**src/cache_cfg.svh**
```systemverilog
`ifndef CACHE_CFG_SVH
`define CACHE_CFG_SVH

// geometry
`define CACHE_SETS      256
`define CACHE_INDEX_W   8
`define CACHE_TAG_W     20
`define CACHE_OFFSET_W  4

// word and bank layout
`define CACHE_WORD_W    32
`define CACHE_BANKS     4
`define CACHE_STRB_W    4

// line read code on rd_type
`define CACHE_RD_TYPE   3'b100

`endif

```
**src/cache_req_pkg.sv**
```systemverilog
`default_nettype none
`include "cache_cfg.svh"

package cache_req_pkg;

	typedef logic [`CACHE_TAG_W-1:0]   tag_t;
	typedef logic [`CACHE_INDEX_W-1:0] index_t;
	typedef logic [`CACHE_WORD_W-1:0]  word_t;
	typedef logic [`CACHE_STRB_W-1:0]  strb_t;

	typedef enum logic {
		OP_READ  = 1'b0,
		OP_WRITE = 1'b1
	} op_t;

	// processor request, 69 bits
	typedef struct packed {
		op_t                         op;
		index_t                      index;
		tag_t                        tag;
		logic [`CACHE_OFFSET_W-1:0]  offset;
		strb_t                       wstrb;
		word_t                       wdata;
	} cache_req_t;

	// line read address, offset always zero
	typedef struct packed {
		tag_t                        tag;
		index_t                      index;
		logic [`CACHE_OFFSET_W-1:0]  offset;
	} mem_rd_t;

endpackage

`default_nettype wire

```
**src/cache_store_pkg.sv**
```systemverilog
`default_nettype none
`include "cache_cfg.svh"

package cache_store_pkg;

	typedef enum logic [3:0] {
		S_IDLE    = 4'b0001,
		S_LOOKUP  = 4'b0010,
		S_REPLACE = 4'b0100,
		S_REFILL  = 4'b1000
	} ctrl_state_t;

	typedef logic way_t;
	typedef logic [$clog2(`CACHE_BANKS)-1:0] bank_t;

	typedef struct packed {
		logic [`CACHE_INDEX_W-1:0] index;
		way_t                      way;
		bank_t                     bank;
		logic [`CACHE_WORD_W-1:0]  word;
	} wbuf_entry_t;

	typedef struct packed {
		logic                      strobe;
		bank_t                     bank;
		logic [`CACHE_WORD_W-1:0]  word;
		logic                      last;
	} refill_beat_t;

	// byte-wise overlay of new_word onto old_word
	function automatic logic [`CACHE_WORD_W-1:0] merge_word(
		input logic [`CACHE_WORD_W-1:0] old_word,
		input logic [`CACHE_WORD_W-1:0] new_word,
		input logic [`CACHE_STRB_W-1:0] strb
	);
		logic [`CACHE_WORD_W-1:0] res;
		res = old_word;
		for (int i = 0; i < `CACHE_STRB_W; i++) begin
			if (strb[i])
				res[i*8 +: 8] = new_word[i*8 +: 8];
		end
		return res;
	endfunction

endpackage

`default_nettype wire

```
**src/refill_counter.sv**
```systemverilog
`timescale 1ns/1ns
`default_nettype none
`include "cache_cfg.svh"

module refill_counter
	import cache_req_pkg::*, cache_store_pkg::*;
(
	input  logic         clk_g,
	input  logic         resetn,
	input  logic         ret_valid,
	input  logic         ret_last,
	input  word_t        ret_data,
	input  cache_req_t   req_r,
	output refill_beat_t beat,
	output logic         refill_done,
	output word_t        miss_word
);

	bank_t cnt;
	bank_t req_bank;
	logic  at_req_bank;

	always_ff @(posedge clk_g) begin
		if (!resetn)
			cnt <= '0;
		else if (ret_valid && ret_last)
			cnt <= '0;
		else if (ret_valid)
			cnt <= cnt + 1'b1;
	end

	assign req_bank = req_r.offset[`CACHE_OFFSET_W-1:2];
	assign at_req_bank = cnt == req_bank;

	assign beat.strobe = ret_valid;
	assign beat.bank = cnt;
	assign beat.last = ret_last;
	// store miss lands its bytes in the matching beat
	assign beat.word = (at_req_bank && req_r.op == OP_WRITE)
		? merge_word(ret_data, req_r.wdata, req_r.wstrb) : ret_data;

	assign refill_done = ret_valid && ret_last;

	always_ff @(posedge clk_g) begin
		if (ret_valid && at_req_bank)
			miss_word <= beat.word;
	end

endmodule

`default_nettype wire

```
**config.mk**
```make
export PLATFORM = sky130hd
export DESIGN_NAME = refill_counter
export DESIGN_NICKNAME = d
export VERILOG_FILES = /design/src/cache_req_pkg.sv /design/src/cache_store_pkg.sv /design/src/refill_counter.sv
export VERILOG_INCLUDE_DIRS = /design/src
export SDC_FILE = /design/constraint.sdc
export NUM_CORES = 1
export LEC_CHECK = 0
export ABC_CLOCK_PERIOD_IN_PS = 3700
export BUFFER_PORTS_ARGS = -buffer_cell sky130_fd_sc_hd__clkbuf_2
export CORE_MARGIN = 3
export CORE_UTILIZATION = 30
export DETAILED_ROUTE_END_ITERATION = 10
export HOLD_SLACK_MARGIN = 0.05
export PLACE_DENSITY = 0.88
export SLEW_MARGIN = 20
export SYNTH_ARGS = -nofsm -noshare
export SYNTH_HDL_FRONTEND = slang
export SYNTH_SLANG_ARGS = --single-unit
```
**constraint.sdc**
```tcl
create_clock -name clk_g -period 3.7 [get_ports clk_g]
set_clock_uncertainty 0.05 [all_clocks]
set_input_delay 0.185 -clock clk_g [delete_from_list [all_inputs] [get_ports clk_g]]
set_output_delay 0.185 -clock clk_g [all_outputs]
set_load 0.02 [all_outputs]
```
==> flow_results.org <==
** Critical path
- STA puts the critical path data arrival time at 2.13 ns.
- Maximum cell stage delay along the critical path :: 0.61 ns
- Cell breakdown of the critical path :: xor2_1 -> nor3_2 -> mux2_2 -> clkbuf_2
- Critical-path cell with the highest stage delay :: nor3_2
- Data on the critical path is required at its endpoint by 3.46 ns.
- STA classifies the critical path startpoint as a flop.
- Start-to-end type of the worst setup path :: flop to primary output
- Of all nets on the critical path, the largest fanout is 8.
- STA classifies the critical path endpoint as a primary output.
- Setup slack on the worst reg-to-reg path comes out at 1.71 ns.

** Clocking
- Total number of clock tree sinks :: 34
- The tree is rooted in a clkbuf_8.
- No sink is reached through more buffers than the 2 on the longest clock path.
- Clock tree from TritonCTS :: done
- Number of post-CTS setup repair buffers :: 0
- Post-CTS Resized :: 0
- After clock tree synthesis, the clock-pin slew on the worst setup and hold paths is 0.06 ns.
- TritonCTS created 5 clock buffers.
- After clock tree synthesis, the flow added hold-fix buffers numbering 0.
- At the later pin of the worst-skew pair, clock insertion delay measures 0.28 ns.
- The H-tree was split into 2 levels.

** Synthesis
- Post-synthesis share of cell area spent on and, or, nand and nor gates :: 0.0646
- Of the total synthesized cell area, the portion taken by full adders, half adders and majority gates is 0.
- Synthesized-area fraction occupied by ao, oa, aoi and oai cells :: 0.00662
- Portion of netlist area occupied by mux cells :: 0.245
- Share of synthesized area occupied by flip-flops and latches :: 0.662
- In this run the cell area of the synthesized design comes to 1510 um2.
- After synthesis, the largest family of logic cells by area is multiplexers.
- Number of library cell types mapped by synthesis :: 15
- Synthesized instance count :: 87
- Yosys warnings :: 0
- Synth Net Count :: 192
- Synthesized flop and latch total :: 34
- Xor/xnor cell area share of the yosys netlist :: 0.0116
- Avg Cell Area, Syn :: 17.4 um2

** GRT
- The number of global-route vias before repair came to 1,358.
- Overall global routing resource usage :: 0.140
- The initial antenna violation count was 0.
- Global-route wire length before repair :: 6.53 mm
- The total overflow left after global routing is 0.
- Pin count of the biggest net entering global routing :: 33

** Power and ir drop
- LEAKAGE :: 0.00111 uW
- In this run the power density over the cells is 371 nW/um2.
- Worst voltage drop across the vdd grid :: 199 uV

** Floorplanning
- Y dimension of the die :: 77.0 um
- The die is 77.0 um wide.
- The floorplan has 25 rows.
- The total area inside the core boundary comes to 4790 um2.
- Starting density of the core :: 0.316
- Pin placement for this block handled 174 I/O pins.
- The floorplan step defined a die boundary enclosing 5930 um2.

** Routing
- Post-detailed-routing wire length :: 4.14 mm
- The first detailed-routing pass ran for 3 iterations.
- Detailed router's first-iteration violation count :: 31
- Drt via density :: 4.33
- Dividing the detail-routed wire length by the instance count gives 13.7 um.
- Vias after detailed routing :: 1,313
- Detailed-route DRC error count :: 0
- The count of nets left with antenna violations once routing finished came out at 0.

** STA
- Subtracting the final worst setup slack from the clock period gives 2.36 ns.
- Based on the critical path, the design can be clocked at up to 424 MHz.
- Actual slew at the worst max-slew pin :: 0.671 ns
- Relative max-transition margin :: 0.550
- Unrepaired setup endpoints after global routing :: false
- Number of pins exceeding their max-slew limit in the final report :: 0
- Part of the cycle the worst path needs :: 0.638
- Setup Viol. Count Final :: 0
- Summed over all failing endpoints, the final setup total negative slack is 0 ns.
- Total count of hold-check failures in the final report :: 0

** Flow run
- Max Cap Viol :: 0

** Cells and area
- Final design area excluding fillers :: 2380 um2
- Of the cells placed in the final design, the portion with a size suffix greater than 1 is 0.792.
- The library cells used most frequently in the layout, excluding fill and tap cells, are clkbuf_2 (143), mux2_2 (32), edfxtp_1 (32), clkbuf_8 (5).
- Leaving out fill and tap cells, the most frequent cell in the layout is clkbuf_2.
- In the final layout, the multi-input gates occupy 500 um2.
- Diode count :: 0
- In the final layout, flip-flops and latches occupy 1000 um2.
- Post-synthesis to final-layout area growth :: 57.8%
- Count of fill cells added during filler insertion :: 453
- Final nets :: 341

** Place
- Cell area reported after detailed placement :: 2310 um2
- The congestion estimate from routability-driven global placement came to 0.656.
- Summed over all nets, the half-perimeter wirelength after detailed placement is 3.39 mm.
- Number of buffers added on ports :: 143

** Min path
- Worst hold path type :: primary input to flop

** Status
- The flow ran to the end, and the final reports show no timing, DRC or antenna violations.
-- area by class of cell --
class                           count  share of cell area
Tap cell                           67              0.0352
Timing Repair Buffer              144               0.303
Clock buffer                        7              0.0320
Multi-Input combinational cell     51               0.210
Sequential cell                    34               0.420
-- kinds of logic (layout without fill, tap and decap cells) --
logic type,Yosys count,count (layout)
flops,34,34
simple gates,14,14
xor+xnor,2,2
mux,33,33
buf+inv,2,151
compound gates,2,2
-- path summary, 6_finish.rpt --
path | startpoint | to | depth (start not counted)
max | cnt[0] | beat[22] | 4
min | resetn | cnt[1] | 2
max reg2reg | cnt[0] | miss_word[20] | 3
min reg2reg | cnt[1] | cnt[1] | 2
-- flip-flops by register name (all words and copies together) (netlist names) --
signal     count
miss_word     32
cnt            2
-- critical path: cells and delay by family (launching register included) --
| kind | cells | cell delay [ns] |
|---|---|---|
| and+or+nand+nor | 1 | 0.61 |
| muxes | 1 | 0.43 |
| DFF | 1 | 0.42 |
| xor gates and xnor gates | 1 | 0.23 |
| buffers and inverters | 1 | 0.16 |
-- power breakdown --
group / switching [uW] / internal, uW / total, uW
clock: 121 / 129 / 250
sequential: 4.64 / 442 / 446
combinational: 109 / 79.9 / 189
total: 235 / 651 / 885
-- metrics by stage --
| stage | setup slack [ns] | hold WS, ns | util | cells | power, uW |
|---|---|---|---|---|---|
| 3_3_place_gp | 1.61 | 0.359 | 0.482 | 296 | 641 |
| 3_5_place_dp | 1.59 | 0.383 | 0.482 | 296 | 646 |
| 6_report | 1.34 | 0.0922 | 0.498 | 303 | 885 |
| 5_1_grt | 1.13 | 0.101 | 0.498 | 303 | 930 |
| 4_1_cts | 1.26 | 0.0875 | 0.498 | 303 | 900 |
| 2_1_floorplan | 0.0398 | 0.263 | - | 87 | 562 |
-- Yosys cell counts (all sizes together) --
master / count / area (um2)
dfxtp: 2 / 40.0
o21ai: 1 / 5.00
mux2i: 1 / 10.0
edfxtp: 32 / 961
and4bb: 1 / 12.5
xor2: 2 / 17.5
nor2: 1 / 3.75
a21oi: 1 / 5.00
nand2: 4 / 15.0
buf: 2 / 15.0
and2: 1 / 6.26
nor3b: 1 / 7.51
mux2: 32 / 360
nor3: 4 / 40.0
nor2b: 2 / 12.5
-- layer usage --
metal / vias up / GRT usage / wire, um
met5: - / 0 / 0
met4: 0 / 0.0374 / 17
met3: 2 / 0.0575 / 392
met2: 66 / 0.260 / 2280
met1: 614 / 0.145 / 1450
li1: 631 / - / -
No activity file was read; power rests on OpenSTA's default activity.
