==> config.mk <==
export PLATFORM = sky130hd
export DESIGN_NAME = cache_ctrl_fsm
export DESIGN_NICKNAME = d
export VERILOG_FILES = /design/src/cache_store_pkg.sv /design/src/cache_ctrl_fsm.sv
export VERILOG_INCLUDE_DIRS = /design/src
export SDC_FILE = /design/constraint.sdc
export NUM_CORES = 1
export LEC_CHECK = 0
export BUFFER_PORTS_ARGS = -buffer_cell sky130_fd_sc_hd__buf_2
export CAP_MARGIN = 30
export CORE_AREA = 2 2 39 41
export CTS_CLUSTER_SIZE = 20
export DETAILED_ROUTE_END_ITERATION = 6
export DIE_AREA = 0 0 41 43
export MAX_ROUTING_LAYER = met4
export PLACE_DENSITY_LB_ADDON = 0.08
export SKIP_LAST_GASP = 1
export SYNTH_ARGS = -nofsm -noshare
export SYNTH_HDL_FRONTEND = slang
export SYNTH_SLANG_ARGS = --single-unit
export TNS_END_PERCENT = 1
==> constraint.sdc <==
create_clock -name clk_g -period 1.9 [get_ports clk_g]
set_clock_uncertainty 0.2 [all_clocks]
set_input_delay 0.38 -clock clk_g [delete_from_list [all_inputs] [get_ports clk_g]]
set_output_delay 0.38 -clock clk_g [all_outputs]
set_load 0.01 [all_outputs]
==> src/cache_cfg.svh <==
`ifndef CACHE_CFG_SVH
`define CACHE_CFG_SVH

// geometry
`define CACHE_SETS      256
`define CACHE_INDEX_W   8
`define CACHE_TAG_W     20
`define CACHE_OFFSET_W  4

// word and bank layout
`define CACHE_WORD_W    32
`define CACHE_BANKS     4
`define CACHE_STRB_W    4

// line read code on rd_type
`define CACHE_RD_TYPE   3'b100

`endif

==> src/cache_store_pkg.sv <==
`default_nettype none
`include "cache_cfg.svh"

package cache_store_pkg;

	typedef enum logic [3:0] {
		S_IDLE    = 4'b0001,
		S_LOOKUP  = 4'b0010,
		S_REPLACE = 4'b0100,
		S_REFILL  = 4'b1000
	} ctrl_state_t;

	typedef logic way_t;
	typedef logic [$clog2(`CACHE_BANKS)-1:0] bank_t;

	typedef struct packed {
		logic [`CACHE_INDEX_W-1:0] index;
		way_t                      way;
		bank_t                     bank;
		logic [`CACHE_WORD_W-1:0]  word;
	} wbuf_entry_t;

	typedef struct packed {
		logic                      strobe;
		bank_t                     bank;
		logic [`CACHE_WORD_W-1:0]  word;
		logic                      last;
	} refill_beat_t;

	// byte-wise overlay of new_word onto old_word
	function automatic logic [`CACHE_WORD_W-1:0] merge_word(
		input logic [`CACHE_WORD_W-1:0] old_word,
		input logic [`CACHE_WORD_W-1:0] new_word,
		input logic [`CACHE_STRB_W-1:0] strb
	);
		logic [`CACHE_WORD_W-1:0] res;
		res = old_word;
		for (int i = 0; i < `CACHE_STRB_W; i++) begin
			if (strb[i])
				res[i*8 +: 8] = new_word[i*8 +: 8];
		end
		return res;
	endfunction

endpackage

`default_nettype wire

==> src/cache_ctrl_fsm.sv <==
`timescale 1ns/1ns
`default_nettype none

module cache_ctrl_fsm
	import cache_store_pkg::*;
(
	input  logic        clk_g,
	input  logic        resetn,
	input  logic        valid,
	input  logic        hit,
	input  logic        wbuf_busy,
	input  logic        rd_rdy,
	input  logic        refill_done,
	output ctrl_state_t state,
	output logic        addr_ok,
	output logic        rd_req,
	output logic        data_ok,
	output logic        data_from_refill
);

	ctrl_state_t state_nxt;
	logic        done_q;

	always_ff @(posedge clk_g) begin
		if (!resetn) begin
			state <= S_IDLE;
			done_q <= 1'b0;
		end else begin
			state <= state_nxt;
			done_q <= refill_done && state == S_REFILL;
		end
	end

	always_comb begin
		state_nxt = state;
		case (state)
			S_IDLE: begin
				if (valid && addr_ok)
					state_nxt = S_LOOKUP;
			end
			S_LOOKUP: begin
				state_nxt = hit ? S_IDLE : S_REPLACE;
			end
			S_REPLACE: begin
				if (rd_rdy)
					state_nxt = S_REFILL;
			end
			S_REFILL: begin
				if (refill_done)
					state_nxt = S_IDLE;
			end
			default: begin
				state_nxt = S_IDLE;
			end
		endcase
	end

	// pending store write blocks the bank ports
	assign addr_ok = valid && state == S_IDLE && !wbuf_busy;
	assign rd_req = state == S_REPLACE;

	// hit answers in lookup and a miss the cycle after the last beat
	assign data_ok = (state == S_LOOKUP && hit) || done_q;
	assign data_from_refill = done_q;

endmodule

`default_nettype wire

==> run metrics, run 1 <==
switching share of total power=between 20% and 30%; largest net degree at the start of global routing=11; synthesized instance count=32; peak supply drop=about 0.00025 V; Slew headroom=77.4%; commonest non-fill, non-tap cell in the layout=buf_2; wire per inst=approximately 11 um; full die area=between 1500 and 2000 um2; CP Capture Type=output pin; Ports=15; Post-CTS Setup Inserts=0; setup violators final=1; placed cell count=65; worst min-delay path class=in -> reg; Setup WS post-layout=-0.103 ns; Max Slew Vio Count=0; Cell Rows=14; Clock Latency Late Sink=about 0.24 ns; CP Launch Type=flop; Clk pwr share=44.7%; first-pass GRT wire length=~1.2 mm; WP data required=1.32 ns; Core Region=1380 um2; clock sinks=5; Crit Path Class=reg -> out; H-tree depth=1; fin crit share=105%; Flop pwr share=about two fifths; fin crit period=2.00 ns; initial antenna violation count=0; reg2reg setup slack=0.48 ns; Port Buffers=14; non-filler cells, final=69; Seq cells post-synth=5; total wire length=approximately 730 um; final cell area excluding filler cells=419 um2; failing checks=negative setup slack; warnings from Yosys=0; most frequent cells in the layout=buf_2, dfxtp_1, inv_1, nor3b_1, buf_4; Layout Nets=61; Overall Global Routing Usage=11.0%; worst slack, placed=around 0.15 ns; Post-CTS Resized=0; mapped cell area=284 um2; 1st-iter DRT viols=4; fmax=~500 MHz; Die Wd=roughly 41 um; CTS tree=built; final core occ=around 30%; MaxCap Viol Count=0; total congestion overflow=0; # diodes=0; post-place instance area=393 um2; DRC=0; vias in the first global route=310; number of nets with antenna violations after routing=0; Leak=between 0.2 and 0.25 nW; DIE HEIGHT=between 40 and 50 um; crit-path max FO=2; Area Overhead vs Synth=47.6%; RSZ-0062 raised after global routing=yes; CTS max path bufs=2; slew of the pin with the lowest slew margin=between 0.3 and 0.4 ns; switching pwr=roughly 69 uW; Clock Tree Root=clkbuf_4; TritonCTS buffer count=3; combinational power share=16.0%; Avg Inst Size Synth=between 8 and 9 um2; iteration count of the initial detailed-routing pass=4; Power Density=around 670 nW/um2; Fin. Hold Viols=0; Seq/Total Area, Yosys=35.2%; Post-CTS Hold Buffers=0; clock slew at reported path FFs=roughly 0.05 ns; outcome=complete, but fails checks; Pint=211 uW; Initial Util=about a fifth; routability congestion estimate=0.686; vias per std cell=around 4.6; Vias=317; setup TNS=-0.103 ns; share of cells above drive strength 1=a little under half; Yosys cell types=19; synthesized net count=39; Worst EP arrival=~1.4 ns
## power groups by stage
stage / Combinational (mW) / Clock, mW / Sequential (mW)
floorplan: 0.0190 / 0 / 0.116
global placement: 0.0445 / 0 / 0.112
detailed placement: 0.0450 / 0 / 0.112
CTS: 0.0451 / 0.133 / 0.110
global route: 0.0499 / 0.137 / 0.110
finish: 0.0447 / 0.125 / 0.110
## through the flow
stage                     power (mW)  hold WS (ns)
after detailed placement       0.157         0.365
after floorplan                0.135         0.292
final                          0.280         0.185
after global routing           0.297         0.196
after CTS                      0.288         0.174
after global placement         0.156         0.354
## critical path, cell delays in order, from the launching register on
cell and delay, ns:
dfxtp_1 0.30, or4b_4 0.54, nor3b_2 0.19, buf_2 0.15
## cell type report
type / instances / area, um2
timing repair buffer: 18 / 100
inverter: 4 / 15.0
multi-input combinational: 22 / 158
sequential: 5 / 100
tap: 16 / 20.0
fill: 166 / 965
clock buffer: 4 / 26.3
## state kept, by name (all words and copies together), names as in the netlist
signal,flops
state,4
data_from_refill,1
## worst paths after layout
check                              from                     to  depth (start not counted)
hold reg to reg   state[0]$_SDFFE_PN1P_  state[3]$_SDFFE_PN0P_                          2
setup / recovery  state[1]$_SDFFE_PN0P_                addr_ok                          3
setup reg to reg  state[1]$_SDFFE_PN0P_  state[1]$_SDFFE_PN0P_                          3
hold / removal                   resetn  state[2]$_SDFFE_PN0P_                          3
## cell families (layout without fill, tap and decap cells)
logic type | count (synthesis) | in the layout | share of synthesized area, %
flip-flops | 5 | 5 | 35.2
AND/OR/NAND/NOR | 15 | 15 | 38.8
AO/OA/AOI/OAI | 7 | 7 | 16.7
buffers and inverters | 5 | 26 | 9.25
## layer usage
metal	share of wire, %	global-route usage, %	vias to the layer above	wire, um
li1	-	-	161	-
met1	44	12.9	140	318
met2	44	15.3	12	322
met3	8.9	1.57	4	65
met4	2.9	10.0	0	21
met5	0	-	-	0
## Yosys cell counts (all sizes together)
cell type | instances | area share (%)
a21o | 1 | 2.6
a31oi | 1 | 2.2
a41o | 1 | 3.5
and2 | 1 | 2.2
and3 | 1 | 2.6
buf | 1 | 4.0
dfxtp | 5 | 35
inv | 4 | 5.3
nand4b | 1 | 3.1
nor2 | 2 | 2.6
nor2b | 2 | 4.4
nor3 | 1 | 1.8
nor3b | 5 | 15
nor4 | 1 | 2.2
o21ai | 3 | 5.3
o311ai | 1 | 3.1
or4b | 1 | 4.8
No activity file was read; power rests on OpenSTA's default activity.
==> inputs of run 2 (changes only) <==
--- a/config.mk
+++ b/config.mk
@@ -6,6 +6,7 @@
 export SDC_FILE = /design/constraint.sdc
 export NUM_CORES = 1
 export LEC_CHECK = 0
+export ABC_AREA = 1
 export BUFFER_PORTS_ARGS = -buffer_cell sky130_fd_sc_hd__buf_2
 export CAP_MARGIN = 30
 export CORE_AREA = 2 2 39 41
==> run metrics, run 2 <==
outcome=complete, no violations; CTS max path bufs=2; register name with the most flops=state; CP Cell Sequence=inv_1, nor2_2, nand2_1, nor2_1, buf_2; total wire length=723 um; Yosys cell types=9; Multi-input gate area=between 150 and 200 um2; Seq cells post-synth=5; synthesized net count=56; Initial Util=around 22%; Post-CTS Hold Buffers=0; top post-synthesis cells by area=dfxtp_1, inv_1, nand2_1, nand3_1, nor2_1; Synth top area share=roughly 33%; register area=between 100 and 150 um2; worst slack, placed=between 0.4 and 0.5 ns; Layout Nets=75; CP Launch Type=flop; Die Wd=roughly 41 um; DRC=0; placed cell count=79; share of cells above drive strength 1=roughly a third; clock slew at reported path FFs=about 0.04 ns; Pint=about 230 uW; commonest non-fill, non-tap cell in the layout=buf_2; Ports=15; Max Slew Vio Count=0; clock sinks=5; synthesized instance count=49; non-filler cells, final=83; Area Overhead vs Synth=38.8%; WHS Path Cells=2; Overall Global Routing Usage=11.5%; Crit Path Class=reg -> out; Cell Rows=14; worst hold margin=0.201 ns; Seq/Total Area, Yosys=about 33%; cell depth of the worst flop-to-flop path=7; worst min-delay path class=in -> reg; Post-DP HPWL=between 600 and 700 um; Clk pwr share=roughly a third; switching pwr=between 100 and 150 uW; H-tree depth=1; vias per std cell=3.83; CTS tree=built; Layout fillers=165; slew of the pin with the lowest slew margin=about 0.18 ns; fin crit share=89.0%; Clock Tree Root=clkbuf_4; RSZ-0062 raised after global routing=no; setup TNS=0 ns; Flop pwr share=35.8%; full die area=approximately 1800 um2; warnings from Yosys=0; mapped cell area=300 um2; total congestion overflow=0; MaxCap Viol Count=0; CP delay by family, top=flip-flops; reg2reg setup slack=between 0.6 and 0.7 ns; Post-synth EDFFs=0; DIE HEIGHT=43 um; Port Buffers=14; Post-CTS Resized=0; fin crit period=~1.7 ns; Fin. Hold Viols=0; # diodes=0; peak supply drop=0.000259 V; Avg Inst Size Synth=6.13 um2; initial antenna violation count=0; Slew headroom=around 90%; Async S/R FF share, synth=0%; Power Density=roughly 850 nW/um2; synth cell count leaders=inv_1, nand2_1, nor2_1; setup violators final=0; iteration count of the initial detailed-routing pass=4; vias in the first global route=slightly above 300; Setup WS post-layout=0.209 ns; combinational power share=between 20 and 30%; worst hold start=resetn; total power=353 uW; Post-CTS Setup Inserts=0; Vias=318; switching share of total power=33.4%; Yosys top cell by area=dfxtp_1; WP data required=1.32 ns; RR Endpoint=state[0]$_SDFFE_PN1P_; CP max stage delay=between 0.3 and 0.4 ns; largest net degree at the start of global routing=5; crit path max-delay cell type=dfxtp_1; Core Region=between 1000 and 1500 um2; Synth Flop Type=dfxtp_1; crit-path max FO=4; number of nets with antenna violations after routing=0; most common cell in the netlist=inv_1; Worst EP arrival=between 1 and 1.5 ns; worst path buffer plus inverter count=2; CP Capture Type=output pin; r2r startpoint=state[0]$_SDFFE_PN1P_; Leak=roughly 0.26 nW; wire per inst=~8.7 um; TritonCTS buffer count=3; Largest register FFs=4; 1st-iter DRT viols=4; Clock Latency Late Sink=0.24 ns; end of the worst hold path=state[2]$_SDFFE_PN0P_; routability congestion estimate=between 0.7 and 0.8; most frequent cells in the layout=buf_2, inv_1, nand2_1; fmax=between 500 and 600 MHz; first-pass GRT wire length=1.28 mm
## run 2: how the worst max path moves through the flow
| stage | slack [ns] | startpoint | endpoint | cells past startpoint |
|---|---|---|---|---|
| 6_report | 0.21 | state[0]$_SDFFE_PN1P_ | addr_ok | 5 |
| 5_1_grt | 0.1 | state[0]$_SDFFE_PN1P_ | addr_ok | 5 |
| 4_1_cts | 0.19 | state[0]$_SDFFE_PN1P_ | addr_ok | 5 |
| 3_5_place_dp | 0.46 | state[0]$_SDFFE_PN1P_ | addr_ok | 5 |
| 3_3_place_gp | 0.45 | state[0]$_SDFFE_PN1P_ | addr_ok | 5 |
| 2_1_floorplan | 0.49 | state[0]$_SDFFE_PN1P_ | addr_ok | 4 |
## run 2: cell type report
cell class	instances	area share (%)
clock buffers	4	6.31
inverters	12	10.8
multi-input cells	32	37.2
flip-flops and latches	5	24.0
well taps	16	4.80
repair buffers	14	16.8
## run 2: cells by family (layout without fill, tap and decap cells)
logic type	after synthesis	in the layout	share of synthesized area (%)
AO/OA/AOI/OAI	1	1	2.50
buffers and inverters	12	30	15.0
flip-flops	5	5	33.3
AND/OR/NAND/NOR	31	31	49.2
## run 2: metrics by stage
step	util, %	cell area, um2
final	30.1	417
after global routing	30.1	417
after CTS	30.1	417
after detailed placement	28.2	390
after global placement	28.2	390
after floorplan	-	300
## run 2: routing by layer
metal | wire length, um | global-route usage (%) | vias to the layer above | share of wire, %
li1 | - | - | 181 | -
met1 | 349 | 16.1 | 126 | 48
met2 | 309 | 12.8 | 9 | 43
met3 | 55 | 3.14 | 2 | 7.6
met4 | 9 | 10.0 | 0 | 1.2
met5 | 0 | - | - | 0
## run 2: power groups by stage
stage,Clock [mW],Combinational (mW),Sequential (mW)
after floorplan,0,0.0672,0.133
after global placement,0,0.104,0.129
after detailed placement,0,0.105,0.129
after CTS,0.128,0.105,0.127
after global routing,0.132,0.121,0.128
final,0.123,0.104,0.126
